$ cat config.mk
export PLATFORM = sky130hd
export DESIGN_NAME = fpu_unit
export DESIGN_NICKNAME = d
export VERILOG_FILES = /design/src/fpu_pkg.sv /design/src/fpu_op_if.sv /design/src/fpu_unit.sv /design/src/fpu_fflags_csr.sv /design/src/fpu_noncomp_lane.sv /design/src/fpu_ctrl.sv
export SDC_FILE = /design/constraint.sdc
export NUM_CORES = 1
export LEC_CHECK = 0
export BUFFER_PORTS_ARGS = -buffer_cell sky130_fd_sc_hd__buf_2
export CAP_MARGIN = 0
export CORE_ASPECT_RATIO = 0.7
export CORE_MARGIN = 2
export CORE_UTILIZATION = 40
export DETAILED_ROUTE_END_ITERATION = 8
export GPL_TIMING_DRIVEN = 0
export HOLD_SLACK_MARGIN = 0.03
export PLACE_DENSITY_LB_ADDON = 0.08
export SYNTH_ARGS = -nofsm -noshare
export SYNTH_HDL_FRONTEND = slang
export SYNTH_SLANG_ARGS = --single-unit
export TNS_END_PERCENT = 10
$ cat constraint.sdc
create_clock -name clk -period 10.3 [get_ports clk]
set_input_delay 1.545 -clock clk [delete_from_list [all_inputs] [get_ports clk]]
set_output_delay 1.545 -clock clk [all_outputs]
set_load 0.05 [all_outputs]
$ cat src/fpu_pkg.sv
`default_nettype none

package fpu_pkg;

    typedef logic [31:0] fp32_t;       // One lane operand or result
    typedef logic [4:0]  fflags_t;     // NV DZ OF UF NX
    typedef logic [3:0]  issue_tag_t;  // Issue queue tag

    typedef enum logic [3:0] {
        OP_SGNJ  = 4'd0,
        OP_SGNJN = 4'd1,
        OP_SGNJX = 4'd2,
        OP_MIN   = 4'd3,
        OP_MAX   = 4'd4,
        OP_FEQ   = 4'd5,
        OP_FLT   = 4'd6,
        OP_FLE   = 4'd7,
        OP_CLASS = 4'd8,
        OP_MVXW  = 4'd9,   // Float reg to int reg
        OP_MVWX  = 4'd10   // Int reg to float reg
    } fpu_op_e;

    localparam fp32_t CANON_NAN   = 32'h7fc00000;  // Quiet NaN, positive, zero payload
    localparam int    FLAG_NV_BIT = 4;             // Invalid operation

endpackage

`default_nettype wire
$ cat src/fpu_op_if.sv
`default_nettype none

// Decoded request, stage one to every lane
interface fpu_op_if import fpu_pkg::*; #(
    parameter int NUM_LANES = 4
);

    logic                  valid;
    fpu_op_e               op;
    logic [NUM_LANES-1:0]  lane_mask;
    fp32_t [NUM_LANES-1:0] rs1;
    fp32_t [NUM_LANES-1:0] rs2;

    modport ctrl_mp (
        output valid,
        output op,
        output lane_mask,
        output rs1,
        output rs2
    );

    modport lane_mp (
        input valid,
        input op,
        input lane_mask,
        input rs1,
        input rs2
    );

endinterface

`default_nettype wire

$ cat src/fpu_unit.sv
`default_nettype none

module fpu_unit import fpu_pkg::*; #(
    parameter int  NUM_LANES = 4,
    parameter int  NUM_WARPS = 4,
    localparam int WARP_W    = (NUM_WARPS > 1) ? $clog2(NUM_WARPS) : 1
) (
    input  wire                         clk,
    input  wire                         rst_n_i,

    input  wire                         req_valid_i,
    input  wire [WARP_W-1:0]            req_warp_i,
    input  wire issue_tag_t             req_tag_i,
    input  wire fpu_op_e                req_op_i,
    input  wire [NUM_LANES-1:0]         req_mask_i,
    input  wire fp32_t [NUM_LANES-1:0]  req_rs1_i,
    input  wire fp32_t [NUM_LANES-1:0]  req_rs2_i,

    output logic                        cmt_valid_o,
    output logic [WARP_W-1:0]           cmt_warp_o,
    output issue_tag_t                  cmt_tag_o,
    output fp32_t [NUM_LANES-1:0]       cmt_data_o,
    output logic                        cmt_upd_fflags_o,
    output fflags_t                     cmt_fflags_o,

    input  wire [WARP_W-1:0]            fflags_rd_warp_i,
    input  wire                         fflags_clr_i,
    output fflags_t                     fflags_rd_o
);

    fp32_t [NUM_LANES-1:0] lane_result;
    logic [NUM_LANES-1:0]  lane_nv;
    logic                  upd_valid;
    logic [WARP_W-1:0]     upd_warp;
    fflags_t               upd_flags;

    fpu_op_if #(.NUM_LANES(NUM_LANES)) op_if ();

    fpu_ctrl #(
        .NUM_LANES (NUM_LANES),
        .NUM_WARPS (NUM_WARPS)
    ) u_ctrl (
        .clk              (clk),
        .rst_n_i          (rst_n_i),
        .req_valid_i      (req_valid_i),
        .req_warp_i       (req_warp_i),
        .req_tag_i        (req_tag_i),
        .req_op_i         (req_op_i),
        .req_mask_i       (req_mask_i),
        .req_rs1_i        (req_rs1_i),
        .req_rs2_i        (req_rs2_i),
        .op_if            (op_if.ctrl_mp),
        .lane_result_i    (lane_result),
        .lane_nv_i        (lane_nv),
        .cmt_valid_o      (cmt_valid_o),
        .cmt_warp_o       (cmt_warp_o),
        .cmt_tag_o        (cmt_tag_o),
        .cmt_data_o       (cmt_data_o),
        .cmt_upd_fflags_o (cmt_upd_fflags_o),
        .cmt_fflags_o     (cmt_fflags_o),
        .upd_valid_o      (upd_valid),
        .upd_warp_o       (upd_warp),
        .upd_flags_o      (upd_flags)
    );

    for (genvar g = 0; g < NUM_LANES; g++) begin : g_lane
        fpu_noncomp_lane #(.LANE(g)) u_lane (
            .clk      (clk),
            .rst_n_i  (rst_n_i),
            .op_if    (op_if.lane_mp),
            .result_o (lane_result[g]),
            .nv_o     (lane_nv[g])
        );
    end

    fpu_fflags_csr #(.NUM_WARPS(NUM_WARPS)) u_fflags (
        .clk         (clk),
        .rst_n_i     (rst_n_i),
        .upd_valid_i (upd_valid),
        .upd_warp_i  (upd_warp),
        .upd_flags_i (upd_flags),
        .rd_warp_i   (fflags_rd_warp_i),
        .clr_i       (fflags_clr_i),
        .rd_flags_o  (fflags_rd_o)
    );

endmodule

`default_nettype wire

$ cat src/fpu_fflags_csr.sv
`default_nettype none

module fpu_fflags_csr import fpu_pkg::*; #(
    parameter int  NUM_WARPS = 4,
    localparam int WARP_W    = (NUM_WARPS > 1) ? $clog2(NUM_WARPS) : 1
) (
    input  wire               clk,
    input  wire               rst_n_i,
    input  wire               upd_valid_i,
    input  wire [WARP_W-1:0]  upd_warp_i,
    input  wire fflags_t      upd_flags_i,
    input  wire [WARP_W-1:0]  rd_warp_i,
    input  wire               clr_i,
    output fflags_t           rd_flags_o
);

    fflags_t              flags_q [NUM_WARPS];
    logic [NUM_WARPS-1:0] upd_hit;
    logic [NUM_WARPS-1:0] clr_hit;

    always_comb begin
        for (int w = 0; w < NUM_WARPS; w++) begin
            upd_hit[w] = upd_valid_i & (upd_warp_i == WARP_W'(w));
            clr_hit[w] = clr_i & (rd_warp_i == WARP_W'(w));
        end
    end

    always_ff @(posedge clk) begin
        if (!rst_n_i) begin
            for (int w = 0; w < NUM_WARPS; w++) begin
                flags_q[w] <= '0;
            end
        end else begin
            for (int w = 0; w < NUM_WARPS; w++) begin
                if (clr_hit[w]) begin
                    flags_q[w] <= upd_hit[w] ? upd_flags_i : '0;  // Update survives clear
                end else if (upd_hit[w]) begin
                    flags_q[w] <= flags_q[w] | upd_flags_i;      // Accrue
                end
            end
        end
    end

    assign rd_flags_o = flags_q[rd_warp_i];

endmodule

`default_nettype wire

$ cat src/fpu_noncomp_lane.sv
`default_nettype none

module fpu_noncomp_lane import fpu_pkg::*; #(
    parameter int LANE = 0
) (
    input  wire        clk,
    input  wire        rst_n_i,
    fpu_op_if.lane_mp  op_if,
    output fp32_t      result_o,
    output logic       nv_o
);

    fp32_t       a;
    fp32_t       b;
    logic [9:0]  a_cls;
    logic [9:0]  b_cls;
    logic        a_nan;
    logic        b_nan;
    logic        a_snan;
    logic        b_snan;
    logic        any_nan;
    logic        both_zero;
    logic        a_lt_b;
    logic        a_eq_b;
    fp32_t       res;
    logic        nv;

    // One-hot RISC-V class, bit 0 is -inf
    function automatic logic [9:0] fp_class(input fp32_t x);
        logic [7:0]  e;
        logic [22:0] m;
        logic [9:0]  c;
        e = x[30:23];
        m = x[22:0];
        c = '0;
        if (e == 8'hff) begin
            if (m == '0) begin
                c[x[31] ? 0 : 7] = 1'b1;
            end else begin
                c[m[22] ? 9 : 8] = 1'b1;  // Quiet bit set means qNaN
            end
        end else if (e == 8'h00) begin
            if (m == '0) begin
                c[x[31] ? 3 : 4] = 1'b1;
            end else begin
                c[x[31] ? 2 : 5] = 1'b1;
            end
        end else begin
            c[x[31] ? 1 : 6] = 1'b1;
        end
        return c;
    endfunction

    assign a = op_if.rs1[LANE];
    assign b = op_if.rs2[LANE];

    assign a_cls     = fp_class(a);
    assign b_cls     = fp_class(b);
    assign a_snan    = a_cls[8];
    assign b_snan    = b_cls[8];
    assign a_nan     = |a_cls[9:8];
    assign b_nan     = |b_cls[9:8];
    assign any_nan   = a_nan | b_nan;
    assign both_zero = (|a_cls[4:3]) & (|b_cls[4:3]);

    // Total order on non-NaN values, -0 below +0
    always_comb begin
        if (a[31] != b[31]) begin
            a_lt_b = a[31];
        end else if (a[31]) begin
            a_lt_b = a[30:0] > b[30:0];
        end else begin
            a_lt_b = a[30:0] < b[30:0];
        end
    end

    assign a_eq_b = (a == b) | both_zero;

    always_comb begin
        res = a;
        nv  = 1'b0;
        unique case (op_if.op)
            OP_SGNJ:  res = {b[31], a[30:0]};
            OP_SGNJN: res = {~b[31], a[30:0]};
            OP_SGNJX: res = {a[31] ^ b[31], a[30:0]};
            OP_MIN, OP_MAX: begin
                nv = a_snan | b_snan;
                if (a_nan && b_nan) begin
                    res = CANON_NAN;
                end else if (a_nan) begin
                    res = b;
                end else if (b_nan) begin
                    res = a;
                end else begin
                    res = ((op_if.op == OP_MIN) == a_lt_b) ? a : b;
                end
            end
            OP_FEQ: begin
                nv  = a_snan | b_snan;  // Quiet compare
                res = {31'b0, ~any_nan & a_eq_b};
            end
            OP_FLT: begin
                nv  = any_nan;
                res = {31'b0, ~any_nan & a_lt_b & ~both_zero};
            end
            OP_FLE: begin
                nv  = any_nan;
                res = {31'b0, ~any_nan & (a_lt_b | a_eq_b)};
            end
            OP_CLASS:         res = {22'b0, a_cls};
            OP_MVXW, OP_MVWX: res = a;  // Raw bit move
            default:          res = a;
        endcase
    end

    always_ff @(posedge clk) begin
        if (!rst_n_i) begin
            nv_o <= 1'b0;
        end else if (op_if.valid) begin
            nv_o <= nv;
        end
    end

    always_ff @(posedge clk) begin
        if (op_if.valid) begin
            result_o <= res;
        end
    end

endmodule

`default_nettype wire

$ cat src/fpu_ctrl.sv
`default_nettype none

module fpu_ctrl import fpu_pkg::*; #(
    parameter int  NUM_LANES = 4,
    parameter int  NUM_WARPS = 4,
    localparam int WARP_W    = (NUM_WARPS > 1) ? $clog2(NUM_WARPS) : 1
) (
    input  wire                         clk,
    input  wire                         rst_n_i,

    input  wire                         req_valid_i,
    input  wire [WARP_W-1:0]            req_warp_i,
    input  wire issue_tag_t             req_tag_i,
    input  wire fpu_op_e                req_op_i,
    input  wire [NUM_LANES-1:0]         req_mask_i,
    input  wire fp32_t [NUM_LANES-1:0]  req_rs1_i,
    input  wire fp32_t [NUM_LANES-1:0]  req_rs2_i,

    fpu_op_if.ctrl_mp                   op_if,
    input  wire fp32_t [NUM_LANES-1:0]  lane_result_i,
    input  wire [NUM_LANES-1:0]         lane_nv_i,

    output logic                        cmt_valid_o,
    output logic [WARP_W-1:0]           cmt_warp_o,
    output issue_tag_t                  cmt_tag_o,
    output fp32_t [NUM_LANES-1:0]       cmt_data_o,
    output logic                        cmt_upd_fflags_o,
    output fflags_t                     cmt_fflags_o,

    output logic                        upd_valid_o,
    output logic [WARP_W-1:0]           upd_warp_o,
    output fflags_t                     upd_flags_o
);

    logic [WARP_W-1:0]     s1_warp;
    issue_tag_t            s1_tag;

    logic                  s2_valid;
    logic [WARP_W-1:0]     s2_warp;
    issue_tag_t            s2_tag;
    fpu_op_e               s2_op;
    logic [NUM_LANES-1:0]  s2_mask;

    fp32_t [NUM_LANES-1:0] cmt_data_d;
    logic                  cmt_nv_d;
    logic                  cmt_upd_d;
    fflags_t               cmt_fflags_d;

    // Stage one, request register driving the lanes
    always_ff @(posedge clk) begin
        if (!rst_n_i) begin
            op_if.valid <= 1'b0;
        end else begin
            op_if.valid <= req_valid_i;
        end
    end

    always_ff @(posedge clk) begin
        if (req_valid_i) begin
            op_if.op        <= req_op_i;
            op_if.lane_mask <= req_mask_i;
            op_if.rs1       <= req_rs1_i;
            op_if.rs2       <= req_rs2_i;
            s1_warp         <= req_warp_i;
            s1_tag          <= req_tag_i;
        end
    end

    // Stage two, aligned with the lane result registers
    always_ff @(posedge clk) begin
        if (!rst_n_i) begin
            s2_valid <= 1'b0;
        end else begin
            s2_valid <= op_if.valid;
        end
    end

    always_ff @(posedge clk) begin
        if (op_if.valid) begin
            s2_warp <= s1_warp;
            s2_tag  <= s1_tag;
            s2_op   <= op_if.op;
            s2_mask <= op_if.lane_mask;
        end
    end

    always_comb begin
        cmt_nv_d = 1'b0;
        for (int i = 0; i < NUM_LANES; i++) begin
            cmt_data_d[i] = s2_mask[i] ? lane_result_i[i] : '0;  // Inactive lanes read zero
            cmt_nv_d      = cmt_nv_d | (s2_mask[i] & lane_nv_i[i]);
        end
    end

    always_comb begin
        cmt_fflags_d              = '0;
        cmt_fflags_d[FLAG_NV_BIT] = cmt_nv_d;  // Only NV can occur here
    end

    assign cmt_upd_d = s2_op inside {OP_MIN, OP_MAX, OP_FEQ, OP_FLT, OP_FLE};

    // Commit register
    always_ff @(posedge clk) begin
        if (!rst_n_i) begin
            cmt_valid_o <= 1'b0;
        end else begin
            cmt_valid_o <= s2_valid;
        end
    end

    always_ff @(posedge clk) begin
        if (s2_valid) begin
            cmt_warp_o       <= s2_warp;
            cmt_tag_o        <= s2_tag;
            cmt_data_o       <= cmt_data_d;
            cmt_upd_fflags_o <= cmt_upd_d;
            cmt_fflags_o     <= cmt_fflags_d;
        end
    end

    assign upd_valid_o = cmt_valid_o & cmt_upd_fflags_o;
    assign upd_warp_o  = cmt_warp_o;
    assign upd_flags_o = cmt_fflags_o;

endmodule

`default_nettype wire

**Word level (Yosys, flattened, before mapping)**

Memory sizes are Yosys's and may differ from the RTL's.
Cells that the tools add are included.

- Order comparisons: 88
- Equality and inequality tests: 39
- Muxes and demuxes: 225
- Bitwise logic cells: 80
- Reduce and logical (&&, ||, !) cells: 83

Operators with widths:

| kind | count |
|---|---|
| $ge A32 B1 Y1 const B | 40 |
| $lt A32 B6 Y1 const B | 40 |
| $pmux W32 S8 | 4 |
| $mux W32 | 16 |
| $mux W10 | 32 |
| $logic_not A23 Y1 | 8 |
| $demux W1 S4 | 40 |
| $eq A32 B32 Y1 | 4 |
| $gt A31 B31 Y1 | 4 |
| $lt A31 B31 Y1 | 4 |
| $mux W3 | 32 |
| $mux W1 | 85 |
| $eq A8 B8 Y1 const B | 8 |
| $logic_not A8 Y1 | 8 |
| $mux W5 | 12 |
| $logic_and A1 B1 Y1 | 44 |
| $reduce_or A2 Y1 | 18 |
| $and A1 B1 Y1 | 33 |
| $eq A4 B3 Y1 const B | 8 |
| $or A1 B1 Y1 | 27 |
| $or A5 B5 Y5 | 4 |
| $eq A4 B2 Y1 const B | 3 |
| $not A1 Y1 | 12 |
| $eq A2 B2 Y1 const B | 4 |
| other kinds (11) | 25 |

- Flip-flop bits (word level): 555
- Bits in writable memories: 20
- Input bits: 276
- Output and inout port bits: 146
- Word-level logic and storage cells: 551
- Memories: 1

Memory list:

| name | words | bits a word | read ports | clocked after memory_dff | wr ports | RTL line | source |
|---|---|---|---|---|---|---|---|
| u_fflags.flags_q | 4 | 5 | 5 | 0 | 4 | fpu_fflags_csr.sv:17 | `fflags_t flags_q [NUM_WARPS];` |

**Logic depth before layout (Yosys ltp)**

Gate-level depths: netlist (run 1).

- Depth in word-level cells: 14
- Mapped depth: 11
- Gate-level depth less buffers: 10

**Modules after synthesis**

A second synthesis (run 1) with hierarchy kept.

- Cell total of the unflattened synthesis: 1929
- Area total of the unflattened synthesis: 26598.0 um^2

By module, submodules not included:

| module | instances | cells each | area an instance (um^2) | seq. area each (um^2) |
|---|---|---|---|---|
| fpu_ctrl | 1 | 584 | 13774.5 | 12672.2 |
| fpu_noncomp_lane (g_lane[2].u_lane ...) | 2 | 309 | 2917.8 | 980.9 |
| fpu_noncomp_lane (g_lane[0].u_lane ...) | 2 | 310 | 2852.7 | 980.9 |
| fpu_fflags_csr | 1 | 107 | 1282.5 | 600.6 |

**Worst setup path after synthesis (run 1)**

OpenSTA, ideal clock, no wires.

- Kind: reg-to-reg
- Start point: register u_ctrl.op_if.valid
- End point: register g_lane[3].u_lane.nv_o
- Library setup time: 0.116 ns
- Data arrival time: 4.025 ns
- Required time: 10.184 ns
- Setup slack: 6.158 ns
- Cell stages (with the launch flop): 4
- Path buffers: 1
- Clock period less this slack: 4.142 ns
- Cell sequence: dfxtp_1 clkbuf_1 o221ai_1 o211a_1

RTL lines:

| item | RTL line | source |
|---|---|---|
| start, declared | fpu_op_if.sv:15 | `output valid,` |
| start signal, assigned | fpu_ctrl.sv:54 | `op_if.valid <= req_valid_i;` |
| end signal, assigned | fpu_noncomp_lane.sv:120 | `nv_o <= nv;` |
| end, declared | fpu_noncomp_lane.sv:10 | `output logic nv_o` |

**Final worst setup path (run 1)**

- Start point: register u_ctrl.op_if.rs1[93]
- End point: register g_lane[2].u_lane.result_o[21], data pin

- Word-level cells in the longest chain between the ends: 9
- Elaborated cells on any way between the ends: 16
- Those cells by class: order compare (2); eq/ne (2); mux (9); reduce/logical (3)

RTL lines:

| item | RTL line | source |
|---|---|---|
| start, declared | fpu_op_if.sv:18 | `output rs1,` |
| start signal, assigned | fpu_ctrl.sv:62 | `op_if.rs1 <= req_rs1_i;` |
| $lt A31 B31 Y1 / $gt A31 B31 Y1 (equally long branches) | fpu_noncomp_lane.sv:73, fpu_noncomp_lane.sv:71 |  |
| $mux W1 | fpu_noncomp_lane.sv:70 | `end else if (a[31]) begin` |
| $mux W1 | fpu_noncomp_lane.sv:68 | `if (a[31] != b[31]) begin` |
| $eq A1 B1 Y1 | fpu_noncomp_lane.sv:95 | `res = ((op_if.op == OP_MIN) == a_lt_b) ? a : b;` |
| $mux W32 | fpu_noncomp_lane.sv:95 |  |
| $mux W32 | fpu_noncomp_lane.sv:92 | `end else if (b_nan) begin` |
| $mux W32 | fpu_noncomp_lane.sv:90 | `end else if (a_nan) begin` |
| $mux W32 * | fpu_noncomp_lane.sv:88 | `if (a_nan && b_nan) begin` |
| $pmux W32 S8 * | fpu_noncomp_lane.sv:82 | `unique case (op_if.op)` |
| net g_lane[2].u_lane.res[21] | fpu_noncomp_lane.sv:25 | `fp32_t res;` |
| end signal, assigned | fpu_noncomp_lane.sv:126 | `result_o <= res;` |
| end, declared | fpu_noncomp_lane.sv:9 | `output fp32_t result_o,` |

Mark *: on every way through the listed nets, which the timed path passes. The rest lies on a longest branch.
A chain may end at the register's enable or synchronous reset.

==> impl_metrics.env, run 1 <==
export IMPL_status="finished, final reports clean"
export IMPL_hp_start="u_ctrl.s2_tag[1]$_DFFE_PP_"
export IMPL_layout_commonest_cell="edfxtp_1"
export IMPL_hold_ws_ns=0.414
export IMPL_clk_pin_slew_ns=0.06
export IMPL_drive_gt1_share_pct=23.6
export IMPL_cts_buffer_depth=3
export IMPL_grt_pass1_vias=16300
export IMPL_clkLatencyLatePin_ns=0.60
export IMPL_worstPathArrival_ns=4.64
export IMPL_fin_worst_skew_ns=0.0193
export IMPL_setup_viol=0
export IMPL_grt_pass1_wl_um=98800
export IMPL_via_per_inst=5.36
export IMPL_die_w_um=300
export IMPL_relSlewSlack_pct=12.3
export IMPL_vias=16500
export IMPL_yosysWarnings=0
export IMPL_cts_resized_gates=0
export IMPL_hold_buffers=0
export IMPL_startpoint="u_ctrl.op_if.rs1[93]$_DFFE_PP_"
export IMPL_dp_hpwl_um=48700
export IMPL_dp_slack_ns=6.25
export IMPL_cpPeakStageDelay_ns=0.79
export IMPL_drt_initial_drc_count=1263
export IMPL_worst_slack_ns=6.12
export IMPL_gp_congestion=0.849
export IMPL_ys_async_sr_fraction_pct=0
export IMPL_rsz0062_at_grt="no"
export IMPL_grt_max_degree=112
export IMPL_cts_sinks=559
export IMPL_synth_cells=1737
export IMPL_fillers=5324
export IMPL_final_cell_mix="edfxtp_1 (552), buf_2 (423), inv_1 (141)"
export IMPL_finish_utilization_pct=48.9
export IMPL_grt_usage_pct=20.7
export IMPL_die_area_um2=63300
export IMPL_ys_flop_type="edfxtp_1"
export IMPL_reg2reg_from="u_ctrl.op_if.rs1[93]$_DFFE_PP_"
export IMPL_min_period_ns=4.18
export IMPL_cp_top_family="simple AND/OR/NAND/NOR gates"
export IMPL_endpoint_kind="flop"
export IMPL_die_y_um=211
export IMPL_coreArea_um2=60200
export IMPL_cp_slowest_cell="nor4_1"
export IMPL_dr_pass1_iters=5
export IMPL_max_freq_mhz=239
export IMPL_tns_ns=0
export IMPL_yosys_area_top_type="edfxtp_1"
export IMPL_worst_path_buf_inv=1
export IMPL_cp_start_kind="flop"
export IMPL_totalPowerFinal_uw=5260
export IMPL_synth_top_area_share_pct=67.6
export IMPL_post_drt_wl_per_cell_um=21.7
export IMPL_drt_antenna_violating_nets=0
export IMPL_path_cells="ha_1, nand4_1, nor4_1, and2_1, o22ai_1, a211o_1, and4_1, o31ai_1, buf_2, a22o_1"
export IMPL_required_ns=10.75
export IMPL_tightest_slew_ns=1.31
export IMPL_syn_area_um2=24500
export IMPL_root_buffer="clkbuf_16"
export IMPL_cts_tree="yes"
export IMPL_htree_levels=2
export IMPL_area_growth_synth_to_final_pct=20.1
export IMPL_p_leak_uw=0.0116
export IMPL_synthTopCellsByArea="edfxtp_1 (68%), ha_1 (6.3%), and2_1 (3.5%)"
export IMPL_syn_mean_instance_area_um2=14.1
export IMPL_synth_edff_count=552
export IMPL_drcViolationCount=0
export IMPL_crit_fanout=10
export IMPL_ys_seq_area_share_pct=68.2
export IMPL_final_hold_viol_count=0
export IMPL_post_cts_setup_buffers=0
export IMPL_ys_ff_latch=559
export IMPL_start_util_pct=40.7
export IMPL_slew_viol_final=0
export IMPL_synth_cell_types=68
export IMPL_num_io_pins=422
export IMPL_fin_nets=2620
export IMPL_grt_overflow=0
export IMPL_antenna_found_initial=5
export IMPL_ir_drop_mv=0.118
export IMPL_power_density_nw_per_um2=179
export IMPL_std_cell_rows=75
export IMPL_wirelength_um=66700
export IMPL_portBuffers=413
export IMPL_numCtsBuffers=55
export IMPL_cap_violations=0
export IMPL_path_class="reg -> reg"
export IMPL_hp_class="reg -> reg"
export IMPL_post_route_period_util_pct=40.6
[registers in the layout, summed over array words and instances, names as in the netlist]
name	count
u_ctrl.s2_tag	4
u_ctrl.s2_mask	4
u_ctrl.op_if.rs2	128
g_lane.u_lane.nv_o	4
u_ctrl.s2_warp	2
u_ctrl.cmt_data_o	128
u_ctrl.s2_valid	1
u_ctrl.cmt_warp_o	2
g_lane.u_lane.result_o	128
u_ctrl.s2_op	4
u_ctrl.cmt_valid_o	1
u_ctrl.op_if.lane_mask	4
u_ctrl.op_if.valid	1
u_ctrl.op_if.op	4
u_ctrl.cmt_tag_o	4
u_ctrl.cmt_upd_fflags_o	1
u_ctrl.s1_tag	4
u_fflags.flags_q	4
u_ctrl.s1_warp	2
u_ctrl.op_if.rs1	128
u_ctrl.cmt_fflags_o	1
[cell usage after synthesis (6+ instances only)]
| master | count |
|---|---|
| nand4_1 | 53 |
| o22ai_1 | 6 |
| dfxtp_1 | 7 |
| a22o_1 | 84 |
| clkbuf_1 | 40 |
| and3_1 | 9 |
| o31ai_1 | 6 |
| a21o_1 | 9 |
| nor3_1 | 40 |
| o21ai_0 | 33 |
| nand3b_1 | 9 |
| a211oi_1 | 14 |
| ha_1 | 124 |
| a221oi_1 | 6 |
| edfxtp_1 | 552 |
| nor4_1 | 67 |
| buf_4 | 8 |
| o211ai_1 | 13 |
| buf_2 | 11 |
| nand2_1 | 83 |
| inv_1 | 141 |
| and2_1 | 137 |
| a221o_1 | 38 |
| nor2_1 | 53 |
| a21oi_1 | 68 |
| nand3_1 | 27 |
[power by group]
group / switching [uW] / internal [uW]
logic: 329 / 238
clock network: 854 / 1030
registers: 119 / 2690
total: 1300 / 3960
[final timing paths]
check	endpoint	slack, ns	cells past startpoint
worst max register to register	g_lane[2].u_lane.result_o[21]$_DFFE_PP_	6.12	10
worst min register to register	u_ctrl.cmt_tag_o[1]$_DFFE_PP_	0.41	0
worst min-delay path	u_ctrl.cmt_tag_o[1]$_DFFE_PP_	0.41	0
worst max-delay path	g_lane[2].u_lane.result_o[21]$_DFFE_PP_	6.12	10
[worst register-to-register path, stage by stage, from the launching register on]
cell,delay [ns]
edfxtp_1,0.48
ha_1,0.38
nand4_1,0.30
nor4_1,0.80
and2_1,0.22
o22ai_1,0.08
a211o_1,0.37
and4_1,0.27
o31ai_1,0.55
buf_2,0.36
a22o_1,0.23
[final cells by class]
| class | instances | area, um^2 | area share [%] |
|---|---|---|---|
| sequential | 559 | 16700 | 56.8 |
| multi-input combinational | 984 | 7010 | 23.8 |
| timing repair buffer | 419 | 2240 | 7.62 |
| clock buffer | 65 | 1460 | 4.95 |
| tap | 808 | 1010 | 3.43 |
| inverter | 141 | 529 | 1.80 |
| buffer | 60 | 277 | 0.939 |
| clock inverter | 31 | 176 | 0.599 |
| antenna | 4 | 10.0 | 0.0340 |
[cells by family after synthesis]
logic type                 Yosys count  synth area share, %
buffers and inverters              201                 3.29
and+or+nand+nor                    511                 11.5
DFF                                559                 68.2
adders and majority gates          124                 6.33
muxes                                2                0.138
other                                1               0.0153
AOI/OAI and AO/OA                  334                 10.3
xor gates and xnor gates             5                0.179
[metrics by stage]
stage | cells | instance area (um^2)
after floorplan | 1744 | 24500
after global placement | 2965 | 27600
after detailed placement | 2971 | 27800
after CTS | 3067 | 29400
after global routing | 3068 | 29400
final | 3071 | 29400
[per-layer routing]
metal	vias up	track usage, %	share of wire [%]
met5	-	0	0.016
met4	2	4.69	1.8
met3	86	4.09	7.0
met2	639	32.1	45
met1	8017	30.1	46
li1	7724	-	-
(Power assumes the default switching activity.)
==> run 2: changes to the inputs <==
Clock period 10.3 ns to 3.8 ns, I/O delays scaled along.
==> impl_metrics.env, run 2 (synthesized netlist as in run 1, its figures left out) <==
export IMPL_gp_congestion=0.856
export IMPL_finish_utilization_pct=49.2
export IMPL_post_drt_wl_per_cell_um=21.7
export IMPL_drt_antenna_violating_nets=0
export IMPL_vias=16400
export IMPL_root_buffer="clkbuf_16"
export IMPL_drcViolationCount=0
export IMPL_tns_ns=0
export IMPL_wirelength_um=66700
export IMPL_cts_sinks=559
export IMPL_multi_input_area_um2=7110
export IMPL_p_leak_uw=0.0117
export IMPL_grt_pass1_wl_um=99100
export IMPL_reg2reg_from="u_ctrl.op_if.rs1[61]$_DFFE_PP_"
export IMPL_status="finished, final reports clean"
export IMPL_drt_initial_drc_count=1229
export IMPL_antenna_found_initial=3
export IMPL_dp_hpwl_um=48800
export IMPL_coreArea_um2=60200
export IMPL_fin_worst_skew_ns=0.0194
export IMPL_die_w_um=300
export IMPL_required_ns=4.15
export IMPL_post_route_period_util_pct=96.3
export IMPL_grt_overflow=0
export IMPL_relSlewSlack_pct=17.8
export IMPL_cts_tree="yes"
export IMPL_grt_pass1_vias=16200
export IMPL_place_inst=2971
export IMPL_dr_pass1_iters=5
export IMPL_ir_drop_mv=0.332
export IMPL_via_per_inst=5.33
export IMPL_drive_gt1_share_pct=24.7
export IMPL_reg2reg_to="g_lane[1].u_lane.result_o[7]$_DFFE_PP_"
export IMPL_dp_slack_ns=-0.245
export IMPL_totalPowerFinal_uw=14400
export IMPL_setup_viol=0
export IMPL_numCtsBuffers=54
export IMPL_worstSetupEndpoint="g_lane[1].u_lane.result_o[7]$_DFFE_PP_"
export IMPL_cp_start_kind="flop"
export IMPL_cap_violations=0
export IMPL_fillers=5399
export IMPL_tightest_slew_ns=1.23
export IMPL_start_util_pct=40.7
export IMPL_hp_start="req_rs1_i[102]"
export IMPL_crit_fanout=10
export IMPL_final_cell_count_no_fill=3075
export IMPL_final_cell_mix="edfxtp_1 (552), buf_2 (423), inv_1 (141)"
export IMPL_fin_nets=2623
export IMPL_hp_class="in -> reg"
export IMPL_power_density_nw_per_um2=487
export IMPL_grt_usage_pct=20.7
export IMPL_regToRegSetupSlack_ns=0.14
export IMPL_hold_buffers=0
export IMPL_htree_levels=2
export IMPL_startpoint="u_ctrl.op_if.rs1[61]$_DFFE_PP_"
export IMPL_die_area_um2=63300
export IMPL_max_freq_mhz=273
export IMPL_path_class="reg -> reg"
export IMPL_min_period_ns=3.66
export IMPL_rsz0062_at_grt="yes"
export IMPL_area_growth_synth_to_final_pct=20.9
export IMPL_clk_pin_slew_ns=0.07
export IMPL_layout_commonest_cell="edfxtp_1"
export IMPL_num_io_pins=422
export IMPL_die_y_um=211
export IMPL_r2r_worst_path_cells=10
export IMPL_portBuffers=413
export IMPL_clkLatencyLatePin_ns=0.60
export IMPL_grt_max_degree=115
export IMPL_final_seq_area_um2=16700
export IMPL_std_cell_rows=75
export IMPL_slew_viol_final=0
export IMPL_cts_buffer_depth=3
export IMPL_worstPathArrival_ns=4.00
export IMPL_final_hold_viol_count=0
export IMPL_worst_slack_ns=0.142
export IMPL_endpoint_kind="flop"
==> run 2: changes by cell type in the layout (fill, tap and decap cells not counted), moves of 3 or more <==
cell / previous run / this run
clkbuf_1: 48 / 42
buf_4: 8 / 12
nor4_2: 0 / 4
clkinv_4: 0 / 4
clkbuf_2: 0 / 6
clkinv_2: 13 / 10
nor4_1: 67 / 62
==> run 2: area by class of cell <==
cell class,instances,share of cell area [%]
diodes,2,0.0169
plain buffers,60,0.958
clock buffers,65,4.91
clock inverters,33,0.832
inverters,141,1.79
multi-input cells,984,24.0
flip-flops and latches,559,56.4
well taps,808,3.41
repair buffers,423,7.67
==> run 2: through the flow <==
step | hold WS, ns | cell area [um^2]
floorplan | 0.400 | 24500
global placement | 0.402 | 27600
detailed placement | 0.405 | 27800
CTS | 0.0974 | 29500
global route | 0.101 | 29600
finish | 0.136 | 29600
==> run 2: layer usage <==
metal | routed length [um] | GRT usage (%) | vias to the layer above
met5 | 12 | 0 | -
met3 | 4490 | 3.81 | 64
li1 | - | - | 7736
met4 | 930 | 4.26 | 2
met1 | 31200 | 30.6 | 8020
met2 | 30100 | 32.1 | 577
==> run 2: worst max-delay path: stages (launching register included) <==
cell      delay [ns]
edfxtp_1        0.46
ha_1            0.35
nand4_1         0.19
or4_4           0.60
nor3_2          0.26
nor2_1          0.08
a211oi_2        0.36
o211ai_2        0.18
a41o_2          0.39
buf_6           0.16
a221o_1         0.36
==> run 2: where the power goes <==
part           switching (uW)  internal [uW]  leakage (uW)  total, uW
sequential                319           7300       0.00543       7620
clock                    2320           2920      0.000831       5250
combinational             911            658       0.00545       1570
==> run 2: worst min path at each step <==
| stage | endpoint | slack, ns | cells after the start |
|---|---|---|---|
| final | u_ctrl.op_if.rs1[102]$_DFFE_PP_ | 0.14 | 1 |
| after global routing | u_ctrl.op_if.rs1[98]$_DFFE_PP_ | 0.10 | 1 |
| after CTS | u_ctrl.op_if.rs1[45]$_DFFE_PP_ | 0.1 | 1 |
| after detailed placement | u_ctrl.cmt_warp_o[1]$_DFFE_PP_ | 0.40 | 0 |
| after global placement | u_ctrl.cmt_warp_o[1]$_DFFE_PP_ | 0.40 | 0 |
| after floorplan | u_ctrl.cmt_tag_o[0]$_DFFE_PP_ | 0.40 | 0 |
==> run 2: timing repair <==
item,in CTS,in global routing
pin swaps,0,5
endpoints found under the setup margin,32,113
setup buffers,0,4
cloned,0,0
gates resized for setup,7,21
